[config.mk]
export PLATFORM = sky130hd
export DESIGN_NAME = des_core
export DESIGN_NICKNAME = d
export VERILOG_FILES = /design/src/hdl/des_pkg.sv /design/src/hdl/des_core.sv /design/src/hdl/des_ctrl_fsm.sv /design/src/hdl/des_key_schedule.sv /design/src/hdl/des_round.sv /design/src/hdl/des_round_counter.sv
export VERILOG_INCLUDE_DIRS = /design/src /design/src/hdl
export SDC_FILE = /design/constraint.sdc
export NUM_CORES = 1
export LEC_CHECK = 0
export BUFFER_PORTS_ARGS = -buffer_cell sky130_fd_sc_hd__buf_2
export CAP_MARGIN = 0
export CELL_PAD_IN_SITES_DETAIL_PLACEMENT = 1
export CELL_PAD_IN_SITES_GLOBAL_PLACEMENT = 2
export CORE_ASPECT_RATIO = 1.1
export CORE_MARGIN = 4
export CORE_UTILIZATION = 30
export CTS_CLUSTER_SIZE = 16
export DETAILED_ROUTE_END_ITERATION = 10
export GPL_TIMING_DRIVEN = 0
export PLACE_DENSITY = 0.74
export SYNTH_ARGS = -nofsm -noshare
export SYNTH_HDL_FRONTEND = slang
export SYNTH_SLANG_ARGS = --single-unit
[constraint.sdc]
create_clock -name clk -period 11.55 [get_ports clk]
set_input_delay 3.465 -clock clk [delete_from_list [all_inputs] [get_ports clk]]
set_output_delay 3.465 -clock clk [all_outputs]
set_load 0.01 [all_outputs]
[src/hdl/des_cfg.svh]
`ifndef DES_CFG_SVH
`define DES_CFG_SVH

// Data block and key width
`define DES_BLOCK_W 64

// One Feistel half
`define DES_HALF_W 32

// C and D halves of the key after PC1
`define DES_CD_W 28

// Round subkey after PC2
`define DES_SUBKEY_W 48

// Iteration count and index width
`define DES_ROUNDS 16
`define DES_ROUND_IDX_W 4

`endif

[src/hdl/des_pkg.sv]
`default_nettype none

`include "des_cfg.svh"

package des_pkg;

    typedef logic [`DES_BLOCK_W-1:0]     des_block_t;
    typedef logic [`DES_HALF_W-1:0]      des_half_t;
    typedef logic [`DES_CD_W-1:0]        des_cd_t;
    typedef logic [`DES_SUBKEY_W-1:0]    des_subkey_t;
    typedef logic [`DES_ROUND_IDX_W-1:0] round_idx_t;

    // One request: data, key and direction
    typedef struct packed {
        des_block_t block;
        des_block_t key;
        logic       decrypt;
    } des_req_t;

    // Strobes from the FSM to counter and datapaths
    typedef struct packed {
        logic load;
        logic step;
    } des_ctrl_t;

    // Rotation applied to C and D in the current round
    typedef enum logic [2:0] {
        ROT_NONE,
        ROT_L1,
        ROT_L2,
        ROT_R1,
        ROT_R2
    } rot_t;

    typedef enum logic [1:0] {
        ST_IDLE,
        ST_ROUND,
        ST_DONE
    } des_state_t;

    // ------------------------------------------------------------------
    // S-boxes S1..S8, entry index is {outer row bits, inner column bits}
    // ------------------------------------------------------------------
    localparam logic [3:0] DES_SBOX [8][64] = '{
        '{14,  4, 13,  1,  2, 15, 11,  8,  3, 10,  6, 12,  5,  9,  0,  7,
           0, 15,  7,  4, 14,  2, 13,  1, 10,  6, 12, 11,  9,  5,  3,  8,
           4,  1, 14,  8, 13,  6,  2, 11, 15, 12,  9,  7,  3, 10,  5,  0,
          15, 12,  8,  2,  4,  9,  1,  7,  5, 11,  3, 14, 10,  0,  6, 13},
        '{15,  1,  8, 14,  6, 11,  3,  4,  9,  7,  2, 13, 12,  0,  5, 10,
           3, 13,  4,  7, 15,  2,  8, 14, 12,  0,  1, 10,  6,  9, 11,  5,
           0, 14,  7, 11, 10,  4, 13,  1,  5,  8, 12,  6,  9,  3,  2, 15,
          13,  8, 10,  1,  3, 15,  4,  2, 11,  6,  7, 12,  0,  5, 14,  9},
        '{10,  0,  9, 14,  6,  3, 15,  5,  1, 13, 12,  7, 11,  4,  2,  8,
          13,  7,  0,  9,  3,  4,  6, 10,  2,  8,  5, 14, 12, 11, 15,  1,
          13,  6,  4,  9,  8, 15,  3,  0, 11,  1,  2, 12,  5, 10, 14,  7,
           1, 10, 13,  0,  6,  9,  8,  7,  4, 15, 14,  3, 11,  5,  2, 12},
        '{ 7, 13, 14,  3,  0,  6,  9, 10,  1,  2,  8,  5, 11, 12,  4, 15,
          13,  8, 11,  5,  6, 15,  0,  3,  4,  7,  2, 12,  1, 10, 14,  9,
          10,  6,  9,  0, 12, 11,  7, 13, 15,  1,  3, 14,  5,  2,  8,  4,
           3, 15,  0,  6, 10,  1, 13,  8,  9,  4,  5, 11, 12,  7,  2, 14},
        '{ 2, 12,  4,  1,  7, 10, 11,  6,  8,  5,  3, 15, 13,  0, 14,  9,
          14, 11,  2, 12,  4,  7, 13,  1,  5,  0, 15, 10,  3,  9,  8,  6,
           4,  2,  1, 11, 10, 13,  7,  8, 15,  9, 12,  5,  6,  3,  0, 14,
          11,  8, 12,  7,  1, 14,  2, 13,  6, 15,  0,  9, 10,  4,  5,  3},
        '{12,  1, 10, 15,  9,  2,  6,  8,  0, 13,  3,  4, 14,  7,  5, 11,
          10, 15,  4,  2,  7, 12,  9,  5,  6,  1, 13, 14,  0, 11,  3,  8,
           9, 14, 15,  5,  2,  8, 12,  3,  7,  0,  4, 10,  1, 13, 11,  6,
           4,  3,  2, 12,  9,  5, 15, 10, 11, 14,  1,  7,  6,  0,  8, 13},
        '{ 4, 11,  2, 14, 15,  0,  8, 13,  3, 12,  9,  7,  5, 10,  6,  1,
          13,  0, 11,  7,  4,  9,  1, 10, 14,  3,  5, 12,  2, 15,  8,  6,
           1,  4, 11, 13, 12,  3,  7, 14, 10, 15,  6,  8,  0,  5,  9,  2,
           6, 11, 13,  8,  1,  4, 10,  7,  9,  5,  0, 15, 14,  2,  3, 12},
        '{13,  2,  8,  4,  6, 15, 11,  1, 10,  9,  3, 14,  5,  0, 12,  7,
           1, 15, 13,  8, 10,  3,  7,  4, 12,  5,  6, 11,  0, 14,  9,  2,
           7, 11,  4,  1,  9, 12, 14,  2,  0,  6, 10, 13, 15,  3,  5,  8,
           2,  1, 14,  7,  4, 10,  8, 13, 15, 12,  9,  0,  3,  5,  6, 11}
    };

endpackage

`default_nettype wire

[src/hdl/des_core.sv]
`timescale 1ns/1ns
`default_nettype none

module des_core (
    input  logic                clk,
    input  logic                rst_n,
    input  des_pkg::des_req_t   req,
    input  logic                req_valid,
    output logic                req_ready,
    output des_pkg::des_block_t res,
    output logic                res_valid,
    input  logic                res_ready
);

    import des_pkg::*;

    des_ctrl_t   ctrl;
    logic        round_last;
    rot_t        rot;
    des_subkey_t subkey;

    // ------------------------------------------------------------------
    // Control
    // ------------------------------------------------------------------
    des_ctrl_fsm i_ctrl_fsm (
        .clk        (clk),
        .rst_n      (rst_n),
        .req_valid  (req_valid),
        .req_ready  (req_ready),
        .res_valid  (res_valid),
        .res_ready  (res_ready),
        .round_last (round_last),
        .ctrl       (ctrl)
    );

    des_round_counter i_round_counter (
        .clk        (clk),
        .rst_n      (rst_n),
        .ctrl       (ctrl),
        .decrypt    (req.decrypt),
        .round_last (round_last),
        .rot        (rot)
    );

    // ------------------------------------------------------------------
    // Datapaths
    // ------------------------------------------------------------------
    des_key_schedule i_key_schedule (
        .clk    (clk),
        .key    (req.key),
        .ctrl   (ctrl),
        .rot    (rot),
        .subkey (subkey)
    );

    des_round i_round (
        .clk    (clk),
        .block  (req.block),
        .ctrl   (ctrl),
        .subkey (subkey),
        .res    (res)
    );

endmodule

`default_nettype wire

[src/hdl/des_ctrl_fsm.sv]
`timescale 1ns/1ns
`default_nettype none

module des_ctrl_fsm (
    input  logic               clk,
    input  logic               rst_n,
    input  logic               req_valid,
    output logic               req_ready,
    output logic               res_valid,
    input  logic               res_ready,
    input  logic               round_last,
    output des_pkg::des_ctrl_t ctrl
);

    import des_pkg::*;

    des_state_t state;
    des_state_t state_nxt;

    // ------------------------------------------------------------------
    // State register and next-state logic
    // ------------------------------------------------------------------
    always_ff @(posedge clk or negedge rst_n) begin
        if (!rst_n) begin
            state <= ST_IDLE;
        end else begin
            state <= state_nxt;
        end
    end

    always_comb begin
        state_nxt = state;
        case (state)
            ST_IDLE: begin
                if (req_valid) begin
                    state_nxt = ST_ROUND;
                end
            end
            ST_ROUND: begin
                // Last step edge moves on to the result
                if (round_last) begin
                    state_nxt = ST_DONE;
                end
            end
            ST_DONE: begin
                if (res_ready) begin
                    state_nxt = ST_IDLE;
                end
            end
            default: begin
                state_nxt = ST_IDLE;
            end
        endcase
    end

    // Handshake flags follow the state directly
    assign req_ready = (state == ST_IDLE);
    assign res_valid = (state == ST_DONE);

    assign ctrl = '{load: req_ready && req_valid, step: state == ST_ROUND};

    // Result held until the consumer takes it
    a_res_hold: assert property (@(posedge clk) disable iff (!rst_n)
        res_valid && !res_ready |=> res_valid)
        else $error("res_valid dropped before res_ready");

    a_load_step_excl: assert property (@(posedge clk) disable iff (!rst_n)
        !(ctrl.load && ctrl.step))
        else $error("load and step high together");

endmodule

`default_nettype wire

[src/hdl/des_key_schedule.sv]
`timescale 1ns/1ns
`default_nettype none

`include "des_cfg.svh"

module des_key_schedule (
    input  logic                 clk,
    input  des_pkg::des_block_t  key,
    input  des_pkg::des_ctrl_t   ctrl,
    input  des_pkg::rot_t        rot,
    output des_pkg::des_subkey_t subkey
);

    import des_pkg::*;

    // Standard 1-based bit numbers, bit 1 is the MSB
    localparam int PC1_TBL [56] = '{
        57, 49, 41, 33, 25, 17,  9,  1, 58, 50, 42, 34, 26, 18,
        10,  2, 59, 51, 43, 35, 27, 19, 11,  3, 60, 52, 44, 36,
        63, 55, 47, 39, 31, 23, 15,  7, 62, 54, 46, 38, 30, 22,
        14,  6, 61, 53, 45, 37, 29, 21, 13,  5, 28, 20, 12,  4
    };

    localparam int PC2_TBL [48] = '{
        14, 17, 11, 24,  1,  5,  3, 28, 15,  6, 21, 10,
        23, 19, 12,  4, 26,  8, 16,  7, 27, 20, 13,  2,
        41, 52, 31, 37, 47, 55, 30, 40, 51, 45, 33, 48,
        44, 49, 39, 56, 34, 53, 46, 42, 50, 36, 29, 32
    };

    logic [2*`DES_CD_W-1:0] pc1_out;
    logic [2*`DES_CD_W-1:0] cd_rot;
    des_cd_t                c_q;
    des_cd_t                d_q;

    function automatic des_cd_t rotate_half(des_cd_t v, rot_t r);
        des_cd_t o;
        case (r)
            ROT_L1:  o = {v[`DES_CD_W-2:0], v[`DES_CD_W-1]};
            ROT_L2:  o = {v[`DES_CD_W-3:0], v[`DES_CD_W-1 -: 2]};
            ROT_R1:  o = {v[0], v[`DES_CD_W-1:1]};
            ROT_R2:  o = {v[1:0], v[`DES_CD_W-1:2]};
            default: o = v;
        endcase
        return o;
    endfunction

    // PC1 drops the parity bits of the key
    always_comb begin
        for (int i = 0; i < 2 * `DES_CD_W; i++) begin
            pc1_out[2*`DES_CD_W-1-i] = key[`DES_BLOCK_W - PC1_TBL[i]];
        end
    end

    assign cd_rot = {rotate_half(c_q, rot), rotate_half(d_q, rot)};

    always_comb begin
        for (int i = 0; i < `DES_SUBKEY_W; i++) begin
            subkey[`DES_SUBKEY_W-1-i] = cd_rot[2*`DES_CD_W - PC2_TBL[i]];
        end
    end

    // Halves carry the rotation forward into the next round
    always_ff @(posedge clk) begin
        if (ctrl.load) begin
            c_q <= pc1_out[2*`DES_CD_W-1:`DES_CD_W];
            d_q <= pc1_out[`DES_CD_W-1:0];
        end else if (ctrl.step) begin
            c_q <= cd_rot[2*`DES_CD_W-1:`DES_CD_W];
            d_q <= cd_rot[`DES_CD_W-1:0];
        end
    end

endmodule

`default_nettype wire

[src/hdl/des_round.sv]
`timescale 1ns/1ns
`default_nettype none

`include "des_cfg.svh"

module des_round (
    input  logic                 clk,
    input  des_pkg::des_block_t  block,
    input  des_pkg::des_ctrl_t   ctrl,
    input  des_pkg::des_subkey_t subkey,
    output des_pkg::des_block_t  res
);

    import des_pkg::*;

    // ------------------------------------------------------------------
    // Permutation tables, standard 1-based numbering from the MSB
    // ------------------------------------------------------------------
    localparam int IP_TBL [64] = '{
        58, 50, 42, 34, 26, 18, 10,  2, 60, 52, 44, 36, 28, 20, 12,  4,
        62, 54, 46, 38, 30, 22, 14,  6, 64, 56, 48, 40, 32, 24, 16,  8,
        57, 49, 41, 33, 25, 17,  9,  1, 59, 51, 43, 35, 27, 19, 11,  3,
        61, 53, 45, 37, 29, 21, 13,  5, 63, 55, 47, 39, 31, 23, 15,  7
    };

    localparam int FP_TBL [64] = '{
        40,  8, 48, 16, 56, 24, 64, 32, 39,  7, 47, 15, 55, 23, 63, 31,
        38,  6, 46, 14, 54, 22, 62, 30, 37,  5, 45, 13, 53, 21, 61, 29,
        36,  4, 44, 12, 52, 20, 60, 28, 35,  3, 43, 11, 51, 19, 59, 27,
        34,  2, 42, 10, 50, 18, 58, 26, 33,  1, 41,  9, 49, 17, 57, 25
    };

    // Expansion, 32 to 48 bits
    localparam int E_TBL [48] = '{
        32,  1,  2,  3,  4,  5,  4,  5,  6,  7,  8,  9,
         8,  9, 10, 11, 12, 13, 12, 13, 14, 15, 16, 17,
        16, 17, 18, 19, 20, 21, 20, 21, 22, 23, 24, 25,
        24, 25, 26, 27, 28, 29, 28, 29, 30, 31, 32,  1
    };

    localparam int P_TBL [32] = '{
        16,  7, 20, 21, 29, 12, 28, 17,  1, 15, 23, 26,  5, 18, 31, 10,
         2,  8, 24, 14, 32, 27,  3,  9, 19, 13, 30,  6, 22, 11,  4, 25
    };

    des_block_t  ip_out;
    des_block_t  fp_in;
    des_half_t   l_q;
    des_half_t   r_q;
    des_subkey_t e_out;
    des_subkey_t mix;
    des_half_t   sbox_out;
    des_half_t   f_out;

    always_comb begin
        for (int i = 0; i < `DES_BLOCK_W; i++) begin
            ip_out[`DES_BLOCK_W-1-i] = block[`DES_BLOCK_W - IP_TBL[i]];
        end
    end

    // ------------------------------------------------------------------
    // f function
    // ------------------------------------------------------------------
    always_comb begin
        for (int i = 0; i < `DES_SUBKEY_W; i++) begin
            e_out[`DES_SUBKEY_W-1-i] = r_q[`DES_HALF_W - E_TBL[i]];
        end
    end

    assign mix = e_out ^ subkey;

    // Six bits in, four out; S1 takes the top six bits
    always_comb begin
        logic [5:0] six;
        for (int s = 0; s < 8; s++) begin
            six = mix[`DES_SUBKEY_W-1-6*s -: 6];
            sbox_out[`DES_HALF_W-1-4*s -: 4] = DES_SBOX[s][{six[5], six[0], six[4:1]}];
        end
    end

    always_comb begin
        for (int i = 0; i < `DES_HALF_W; i++) begin
            f_out[`DES_HALF_W-1-i] = sbox_out[`DES_HALF_W - P_TBL[i]];
        end
    end

    // One Feistel round per step
    always_ff @(posedge clk) begin
        if (ctrl.load) begin
            l_q <= ip_out[`DES_BLOCK_W-1:`DES_HALF_W];
            r_q <= ip_out[`DES_HALF_W-1:0];
        end else if (ctrl.step) begin
            l_q <= r_q;
            r_q <= l_q ^ f_out;
        end
    end

    // Halves swapped back before FP
    assign fp_in = {r_q, l_q};

    always_comb begin
        for (int i = 0; i < `DES_BLOCK_W; i++) begin
            res[`DES_BLOCK_W-1-i] = fp_in[`DES_BLOCK_W - FP_TBL[i]];
        end
    end

endmodule

`default_nettype wire

[src/hdl/des_round_counter.sv]
`timescale 1ns/1ns
`default_nettype none

`include "des_cfg.svh"

module des_round_counter (
    input  logic               clk,
    input  logic               rst_n,
    input  des_pkg::des_ctrl_t ctrl,
    input  logic               decrypt,
    output logic               round_last,
    output des_pkg::rot_t      rot
);

    import des_pkg::*;

    round_idx_t idx_q;
    logic       decrypt_q;

    always_ff @(posedge clk or negedge rst_n) begin
        if (!rst_n) begin
            idx_q     <= '0;
            decrypt_q <= 1'b0;
        end else if (ctrl.load) begin
            idx_q     <= '0;
            decrypt_q <= decrypt;
        end else if (ctrl.step) begin
            idx_q <= round_idx_t'(idx_q + 1'b1);
        end
    end

    assign round_last = (idx_q == round_idx_t'(`DES_ROUNDS - 1));

    // Single shifts fall on rounds 1, 2, 9 and 16 of the standard schedule
    always_comb begin
        if (!decrypt_q) begin
            rot = (idx_q == 4'd0 || idx_q == 4'd1 || idx_q == 4'd8 || idx_q == 4'd15)
                ? ROT_L1 : ROT_L2;
        end else if (idx_q == 4'd0) begin
            // K16 comes straight from the PC1 halves
            rot = ROT_NONE;
        end else begin
            rot = (idx_q == 4'd1 || idx_q == 4'd8 || idx_q == 4'd15) ? ROT_R1 : ROT_R2;
        end
    end

    a_idx_hold: assert property (@(posedge clk) disable iff (!rst_n)
        !ctrl.step && !ctrl.load |=> $stable(idx_q))
        else $error("round index moved without step");

endmodule

`default_nettype wire

==> results of run 1 <==
==> stage by stage <==
step	utilization (%)	instances	area [um^2]	hold WS, ns
finish	35.7	2666	16700	0.619
CTS	35.7	2665	16700	0.628
global route	35.7	2665	16700	0.664
detailed placement	34.3	2633	16000	0.613
floorplan	-	1804	14300	0.532
global placement	34.2	2631	16000	0.584
==> area by class of cell <==
type / count / area (um^2) / share of cell area, %
diodes: 1 / 2.50 / 0.0150
plain buffers: 128 / 569 / 3.41
clock buffers: 18 / 429 / 2.57
clock inverters: 14 / 238 / 1.42
inverters: 47 / 181 / 1.09
multi-input cells: 1502 / 9740 / 58.2
flip-flops and latches: 127 / 3780 / 22.6
well taps: 637 / 797 / 4.77
repair buffers: 192 / 986 / 5.90
==> registers in the layout (all words and copies together), names as in the netlist <==
signal / count
i_ctrl_fsm.state: 2
i_round.r_q: 32
i_round.l_q: 32
i_key_schedule.d_q: 28
i_key_schedule.c_q: 28
i_round_counter.decrypt_q: 1
i_round_counter.idx_q: 4
==> worst max path at each step <==
stage	end	slack, ns	cells after the start
3_3_place_gp	i_round.l_q[27]$_DFFE_PP_	2.07	6
5_1_grt	i_round.r_q[21]$_DFFE_PP_	4.86	17
4_1_cts	i_round.r_q[21]$_DFFE_PP_	5.14	17
2_1_floorplan	i_key_schedule.c_q[0]$_DFFE_PP_	4.69	5
6_report	i_round.r_q[21]$_DFFE_PP_	4.92	17
3_5_place_dp	i_round.l_q[14]$_DFFE_PP_	4.75	6
==> cell usage in the layout (no fill, tap or decap), types with 12 or more instances in the layout <==
master     count
buf_2        230
o2111ai_1     12
xor2_1        20
o31ai_1       16
nor3_1        49
a31oi_1       37
a211oi_1      39
a2111oi_0     15
o21ai_0      134
edfxtp_1     120
nand3_1       68
a21o_1        24
ha_1          59
a221oi_1      12
and2_1        18
buf_1         14
and3_1        17
o211ai_1      32
o21a_1        15
nor2_1       139
or3_1         13
a21oi_1      124
o21ai_1       17
clkbuf_16     17
o22ai_1       14
clkbuf_1      69
xnor2_1       45
nand2_1      285
inv_1         38
a32oi_1       17
mux2i_1       32
==> per-layer routing <==
metal | vias up | track usage [%]
met5 | - | 0
met4 | 0 | 13.2
met3 | 134 | 4.39
met2 | 745 | 47.4
met1 | 8238 | 38.2
li1 | 7268 | -
==> cell families (layout without fill, tap and decap cells) <==
kind of cell	count (synthesis)	count (layout)
other	0	1
buffers and inverters	175	399
AOI/OAI and AO/OA	648	648
and+or+nand+nor	662	662
DFF	127	127
xor gates and xnor gates	81	81
muxes	52	52
adders and majority gates	59	59
==> metrics, run 1 <==
Pre-antenna DRT Iters=8; Layout area overhead=17.3%; CP Launch Type=register; Synth Area in Compound Gates=31.5%; clock tree root buffer cell=clkbuf_16; Vias/cell=between 6 and 7; vias in the first global route=approximately 16000; DP Worst Slack=~4.7 ns; clock slew seen by the registers of the worst setup and hold paths=0.06 ns; synth warn=0; Setup Buffers After CTS=0; initial antenna violation count=3; syn_area_per_cell=7.90 um^2; post-synth net total=1996; Slew HR=slightly below 4%; post-layout worst setup margin=a little under 5 ns; max cap viols=0; Worst setup EP type=register; Period minus WS final=approximately 6.6 ns; fillcell total=a little under 6000; Hold Crit Endpoint=i_round_counter.idx_q[0]$_DFFE_PN0P_; final hold viol count=0; count leader, synth=nand2_1; IO buf count=between 150 and 200; Post-synth ARST share=under 10%; Worst-Skew Late Latency=between 0.4 and 0.5 ns; Main synth FF type=edfxtp_1; Pins Over Slew Limit=0; #FFs+latches synth=127; worst reg2reg startpoint=i_round_counter.idx_q[0]$_DFFE_PN0P_; fmax=151 MHz; synth top area cells=edfxtp_1 (25%), nand2_1 (7.5%), ha_1 (5.2%), o21ai_0 (4.7%), a21oi_1 (4.4%); largest family of logic cells by synthesized area=compound AO/OA/AOI/OAI gates; Tightest Pin Transition=about 1.4 ns; clock tree from TritonCTS=done; Hold Path Origin=i_round_counter.idx_q[0]$_DFFE_PN0P_; Arrival @ worst endpoint=6.80 ns; CTS H-tree depth=4; WL met2=between 30000 and 40000 um; Placer Congestion=0.993; clk_skew=roughly 0.014 ns; fin crit share=57.4%; CP Buf/Inv Count=5; Syn Inst Count=between 1500 and 2000; initial core utilization=between 30% and 40%; wire per inst=~29 um; area leader, netlist=edfxtp_1; Synth Area in Simple Gates=about a fifth; I/O pin cnt=roughly 200; RSZ-0062 raised after global routing=false; final setup TNS=0 ns; status=complete, no violations; Via Count=approximately 16000; critical path cell sequence=inv_1, ha_1, nand4bb_1, clkbuf_1, clkbuf_1, clkbuf_1, o2bb2ai_1, nand3_1, nand2_1, ha_1, inv_1, nor3_1, a221oi_1, o2bb2ai_1, a221oi_1, xor2_1, o21ai_1; CTS Hold Bufs=0; layout cells sized above 1=between 15 and 20%; sequential area share after synthesis=26.5%; HP Class=register to register; number of remaining DRC errors=0; met3 routed WL=approximately 5100 um; Global Route Usage Sum=between 20% and 30%; maximum clock insertion buffer count=2; hold depth=1; nets=about 2200; Yosys top cell area share=25.3%; maximum fanout along the worst path=10; sinks on the clock net=between 100 and 150; FF-to-FF path depth=17; post-synthesis mux area share=approximately 4.5%; CORE AREA=about 47000 um^2; initial DRC count=1481; Die W=~220 um; Synth cell types=between 90 and 100; EDFF count, synth=120; GRT Residual Overflow=0; Crit Path Category=register to register; Post-CTS Resized=0; FF-to-FF setup slack=between 4 and 5 ns; FF-to-FF End=i_round.r_q[21]$_DFFE_PP_; CP required=~12 ns; height of the die=~240 um; slowest CP cell=a221oi_1; post-DP HPWL=between 50000 and 60000 um; final setup vio count=0; Syn Std Cell Area=approximately 14000 um^2; Highest Signal Layer=met4; Worst Setup SP=i_round_counter.idx_q[0]$_DFFE_PN0P_; FP Rows=between 80 and 90; first-pass GRT wire length=approximately 110000 um; most common cell type on the critical path=clkbuf_1; die area=slightly above 50000 um^2; met1 wire length=roughly 33000 um; largest net degree at the start of global routing=a little under 90; adder-cell share of the synthesized area=5.18%; CP max stage delay=about 1.0 ns; Top delay family on crit path=buffers and inverters; Num CTS Buffers=17; Post-synth top cells=nand2_1 (285), nor2_1 (139), o21ai_0 (135), a21oi_1 (124), edfxtp_1 (120); antenna-violating nets left=0; wirelength, routed=slightly below 80000 um; Synth Area in XOR/XNOR=5.86%
Power of run 1 is not shown: default switching activity piles up to over one toggle a cycle in this logic, so the estimate is an artifact.
==> run 2: changes to the inputs <==
--- a/config.mk
+++ b/config.mk
@@ -16,7 +16,7 @@
 export CTS_CLUSTER_SIZE = 16
 export DETAILED_ROUTE_END_ITERATION = 10
 export GPL_TIMING_DRIVEN = 0
-export PLACE_DENSITY = 0.74
+export PLACE_DENSITY = 0.77
 export SYNTH_ARGS = -nofsm -noshare
 export SYNTH_HDL_FRONTEND = slang
 export SYNTH_SLANG_ARGS = --single-unit
==> constraint.sdc (replaced) <==
create_clock -name clk -period 5.5 [get_ports clk]
set_input_delay 1.65 -clock clk [delete_from_list [all_inputs] [get_ports clk]]
set_output_delay 1.65 -clock clk [all_outputs]
set_load 0.01 [all_outputs]
==> metrics, run 2 (synthesis results as in run 1) <==
status=complete, no violations; die area=slightly above 50000 um^2; clock tree from TritonCTS=done; antenna-violating nets left=0; sinks on the clock net=127; commonest non-fill, non-tap cell in the layout=nand2_1; Crit Path Category=register to register; initial DRC count=1685; slowest CP cell=mux4_2; initial antenna violation count=0; nets=between 2000 and 2500; CTS H-tree depth=4; Period minus WS final=approximately 5.3 ns; maximum fanout along the worst path=11; hold depth=1; clock tree root buffer cell=clkbuf_16; wire per inst=29.3 um; vias in the first global route=~16000; final antenna diode count=0; Slew HR=about 4.6%; Num CTS Buffers=17; Die W=between 200 and 250 um; maximum clock insertion buffer count=2; CP max stage delay=between 0.5 and 0.6 ns; M2 GR Usage=~46%; CP Launch Type=register; met3 usage=5.86%; HP Class=register to register; fmax=about 190 MHz; Vias/cell=roughly 6.2; final hold viol count=0; I/O pin cnt=199; wirelength, routed=77900 um; layout cells sized above 1=between 10% and 20%; Pins Over Slew Limit=0; Pre-antenna DRT Iters=6; critical path cell sequence=ha_1, and3_1, buf_6, o31a_4, buf_6, buf_6, a22o_1, a31oi_2, a21oi_1, nor2_2, clkbuf_4, ha_1, clkbuf_2, o21ai_1, o21ai_0, mux4_2, a211oi_4, xnor2_1, a21oi_1; Worst setup EP type=register; Global Route Usage Sum=between 20% and 30%; Layout area overhead=18.2%; initial core utilization=between 30 and 40%; final setup vio count=0; clk_skew=between 0.01 and 0.015 ns; IO buf count=190; FF-to-FF path depth=19; FF-to-FF setup slack=between 0.2 and 0.25 ns; largest net degree at the start of global routing=a little under 70; Arrival @ worst endpoint=5.45 ns; post-DP HPWL=~58000 um; CORE AREA=between 40000 and 50000 um^2; fin crit share=a little over nine tenths; RSZ-0062 raised after global routing=false; FP Rows=slightly above 80; most common cell type on the critical path=buf_6; clock slew seen by the registers of the worst setup and hold paths=~0.070 ns; most frequent cells in the layout=nand2_1 (285), buf_2 (225), nor2_1 (136); GRT Residual Overflow=0; fin util=36.0%; number of remaining DRC errors=0; first-pass GRT wire length=between 100000 and 150000 um; fillcell total=between 5000 and 6000; Via Count=~16000; CP required=about 5.7 ns; height of the die=237 um; Tightest Pin Transition=about 1.4 ns; busiest grt layer=met2; met1 global-route usage=between 30% and 40%; Worst-Skew Late Latency=around 0.47 ns; max cap viols=0; Placer Congestion=0.982; top flop regs=i_round.l_q: 32 flops, i_round.r_q: 32 flops
## run 2: worst max-delay path: cells and delay by family, from the launching register on
family | cells | cell delay [ns]
buffers and inverters | 5 | 0.97
flip-flops | 1 | 0.45
adder cells (fa/ha/maj) | 2 | 0.55
AO/OA/AOI/OAI | 8 | 1.91
XOR/XNOR | 1 | 0.19
multiplexers | 1 | 0.51
AND/OR/NAND/NOR | 2 | 0.38
## run 2: final cells by class
type / instances / area (um^2) / area share (%)
sequential: 127 / 3780 / 22.4
buffer: 124 / 584 / 3.47
tap: 637 / 797 / 4.73
multi-input combinational: 1502 / 9880 / 58.7
clock inverter: 12 / 193 / 1.14
clock buffer: 19 / 433 / 2.57
timing repair buffer: 193 / 993 / 5.90
inverter: 47 / 185 / 1.10
## run 2: metal layers
layer | routed length, um | vias to the layer above
li1 | - | 7265
met1 | 33500 | 8264
met2 | 34500 | 688
met3 | 5220 | 161
met4 | 4680 | 0
met5 | 0 | -
## run 2: path summary, 6_finish.rpt
check                                                     start                                   end
min reg2reg                i_round_counter.idx_q[0]$_DFFE_PN0P_  i_round_counter.idx_q[0]$_DFFE_PN0P_
max in group asynchronous                                 rst_n  i_round_counter.idx_q[3]$_DFFE_PN0P_
min                        i_round_counter.idx_q[0]$_DFFE_PN0P_  i_round_counter.idx_q[0]$_DFFE_PN0P_
min in group asynchronous                                 rst_n  i_round_counter.idx_q[2]$_DFFE_PN0P_
max                        i_round_counter.idx_q[0]$_DFFE_PN0P_              i_round.r_q[2]$_DFFE_PP_
max reg2reg                i_round_counter.idx_q[0]$_DFFE_PN0P_              i_round.r_q[2]$_DFFE_PP_
## run 2: repair_timing
| action | in CTS | in global routing |
|---|---|---|
| setup buffers | 1 | 0 |
| gates resized for setup | 17 | 30 |
| gates cloned | 0 | 0 |
| hold buffers | 0 | 0 |
| pin swaps | 1 | 2 |
| setup endpoints to repair | 18 | 16 |
## run 2: stage by stage
step / setup WS, ns / area, um^2 / hold WS, ns / setup TNS (ns) / cells
3_5_place_dp: -0.921 / 16000 / 0.601 / -4.50 / 2633
6_report: 0.215 / 16800 / 0.612 / 0 / 2661
2_1_floorplan: 0.455 / 14300 / 0.532 / 0 / 1804
5_1_grt: 0.00345 / 16800 / 0.648 / 0 / 2661
3_3_place_gp: -2.16 / 16000 / 0.583 / -244.95 / 2631
4_1_cts: 0.000754 / 16700 / 0.606 / 0 / 2663
Power of run 2 is left out for the same reason.
==> run 3: changes to the inputs <==
--- a/config.mk
+++ b/config.mk
@@ -16,7 +16,8 @@
 export CTS_CLUSTER_SIZE = 16
 export DETAILED_ROUTE_END_ITERATION = 10
 export GPL_TIMING_DRIVEN = 0
-export PLACE_DENSITY = 0.77
+export PLACE_DENSITY = 0.72
+export SKIP_CTS_REPAIR_TIMING = 1
 export SYNTH_ARGS = -nofsm -noshare
 export SYNTH_HDL_FRONTEND = slang
 export SYNTH_SLANG_ARGS = --single-unit
==> metrics, run 3 (synthesis results as in run 1) <==
status=complete, no violations; Placer Congestion=about 0.98; top flop regs=i_round.l_q: 32 flops, i_round.r_q: 32 flops; wire per inst=a little under 30 um; nets=between 2000 and 2500; die area=around 51000 um^2; Finished Layout Cells=roughly 2700; Worst-Skew Late Latency=0.50 ns; clock tree from TritonCTS=done; layout cells sized above 1=between 15 and 20%; I/O pin cnt=around 200; sinks on the clock net=about 130; CP max stage delay=around 0.50 ns; Pre-antenna DRT Iters=5; Global Route Usage Sum=29.7%; RSZ-0062 raised after global routing=true; slowest CP cell=mux4_2; CP Buf/Inv Count=5; Via Count=about 16000; initial antenna violation count=0; height of the die=237 um; initial core utilization=between 30% and 40%; Tightest Pin Transition=1.46 ns; clk_skew=about 0.014 ns; HP Class=register to register; most common cell type on the critical path=buf_6; Layout area overhead=18.0%; final hold viol count=0; fmax=185 MHz; post-DP HPWL=approximately 60000 um; vias in the first global route=between 15000 and 20000; maximum fanout along the worst path=11; clock tree root buffer cell=clkbuf_16; critical path cell sequence=ha_1, and3_1, buf_6, o31a_4, buf_6, buf_6, a22o_1, a31oi_2, and3_1, nor2_2, clkbuf_4, ha_1, buf_2, o21ai_0, o21a_1, mux4_2, a211oi_4, xnor2_1, a21oi_1; antenna-violating nets left=0; IO buf count=between 150 and 200; FF-to-FF setup slack=~0.10 ns; CORE AREA=~47000 um^2; most frequent cells in the layout=nand2_1 (285), buf_2 (224), nor2_1 (136); Arrival @ worst endpoint=between 5 and 6 ns; Slew HR=2.53%; final setup vio count=0; GRT Residual Overflow=0; FF-to-FF End=i_round.r_q[2]$_DFFE_PP_; Die W=roughly 220 um; wirelength, routed=78700 um; fin util=between 30 and 40%; Placed Cells=~2600; CTS H-tree depth=4; Hold Path Origin=i_round_counter.idx_q[0]$_DFFE_PN0P_; CP required=between 5 and 6 ns; Pins Over Slew Limit=0; CP Launch Type=register; Top delay family on crit path=compound AO/OA/AOI/OAI gates; hold depth=1; initial DRC count=roughly 1600; number of remaining DRC errors=0; Worst setup EP type=register; FF-to-FF path depth=19; Period minus WS final=roughly 5.4 ns; clock slew seen by the registers of the worst setup and hold paths=about 0.06 ns; Vias/cell=a little over 6; Design Area, Final=between 15000 and 20000 um^2; Crit Path Category=register to register; Num CTS Buffers=17; worst reg2reg startpoint=i_round_counter.idx_q[0]$_DFFE_PN0P_; Hold Crit Endpoint=i_round_counter.idx_q[0]$_DFFE_PN0P_; maximum clock insertion buffer count=2; first-pass GRT wire length=approximately 110000 um; FP Rows=83; commonest non-fill, non-tap cell in the layout=nand2_1; Placed Area=between 15000 and 20000 um^2; fin crit share=98.1%; max cap viols=0; largest net degree at the start of global routing=67; WHS=~0.6 ns
run 3: per-layer routing:
layer	wire (um)	up-vias	part of all wire [%]	track usage (%)
li1	-	7256	-	-
met1	33700	8247	43	39.0
met2	35700	676	45	47.5
met3	5350	134	6.8	5.48
met4	3910	0	5.0	13.7
met5	0	-	0	0
run 3: worst max path at each step:
| stage | depth (start not counted) | endpoint | startpoint | slack (ns) |
|---|---|---|---|---|
| floorplan | 5 | i_key_schedule.c_q[0]$_DFFE_PP_ | req_valid | 0.46 |
| global placement | 6 | i_round.l_q[15]$_DFFE_PP_ | req_valid | -2.25 |
| detailed placement | 17 | i_round.r_q[21]$_DFFE_PP_ | i_round_counter.idx_q[0]$_DFFE_PN0P_ | -0.86 |
| CTS | 17 | i_round.r_q[21]$_DFFE_PP_ | i_round_counter.idx_q[0]$_DFFE_PN0P_ | -0.86 |
| global route | 19 | i_round.r_q[21]$_DFFE_PP_ | i_round_counter.idx_q[0]$_DFFE_PN0P_ | -0.06 |
| finish | 19 | i_round.r_q[2]$_DFFE_PP_ | i_round_counter.idx_q[0]$_DFFE_PN0P_ | 0.10 |
run 3: area by class of cell:
cell class | instances | area, um^2
flip-flops and latches | 127 | 3780
multi-input cells | 1502 | 9900
inverters | 47 | 185
clock inverters | 14 | 103
diodes | 1 | 2.50
plain buffers | 125 | 594
fillers | 5715 | 30000
clock buffers | 17 | 425
well taps | 637 | 797
repair buffers | 196 | 1030
run 3: through the flow:
stage	setup TNS (ns)	setup slack [ns]
6_report	0	0.104
5_1_grt	-0.162	-0.0611
4_1_cts	-4.80	-0.862
3_5_place_dp	-4.42	-0.863
3_3_place_gp	-255.84	-2.25
2_1_floorplan	0	0.455
Power of run 3 is left out for the same reason.
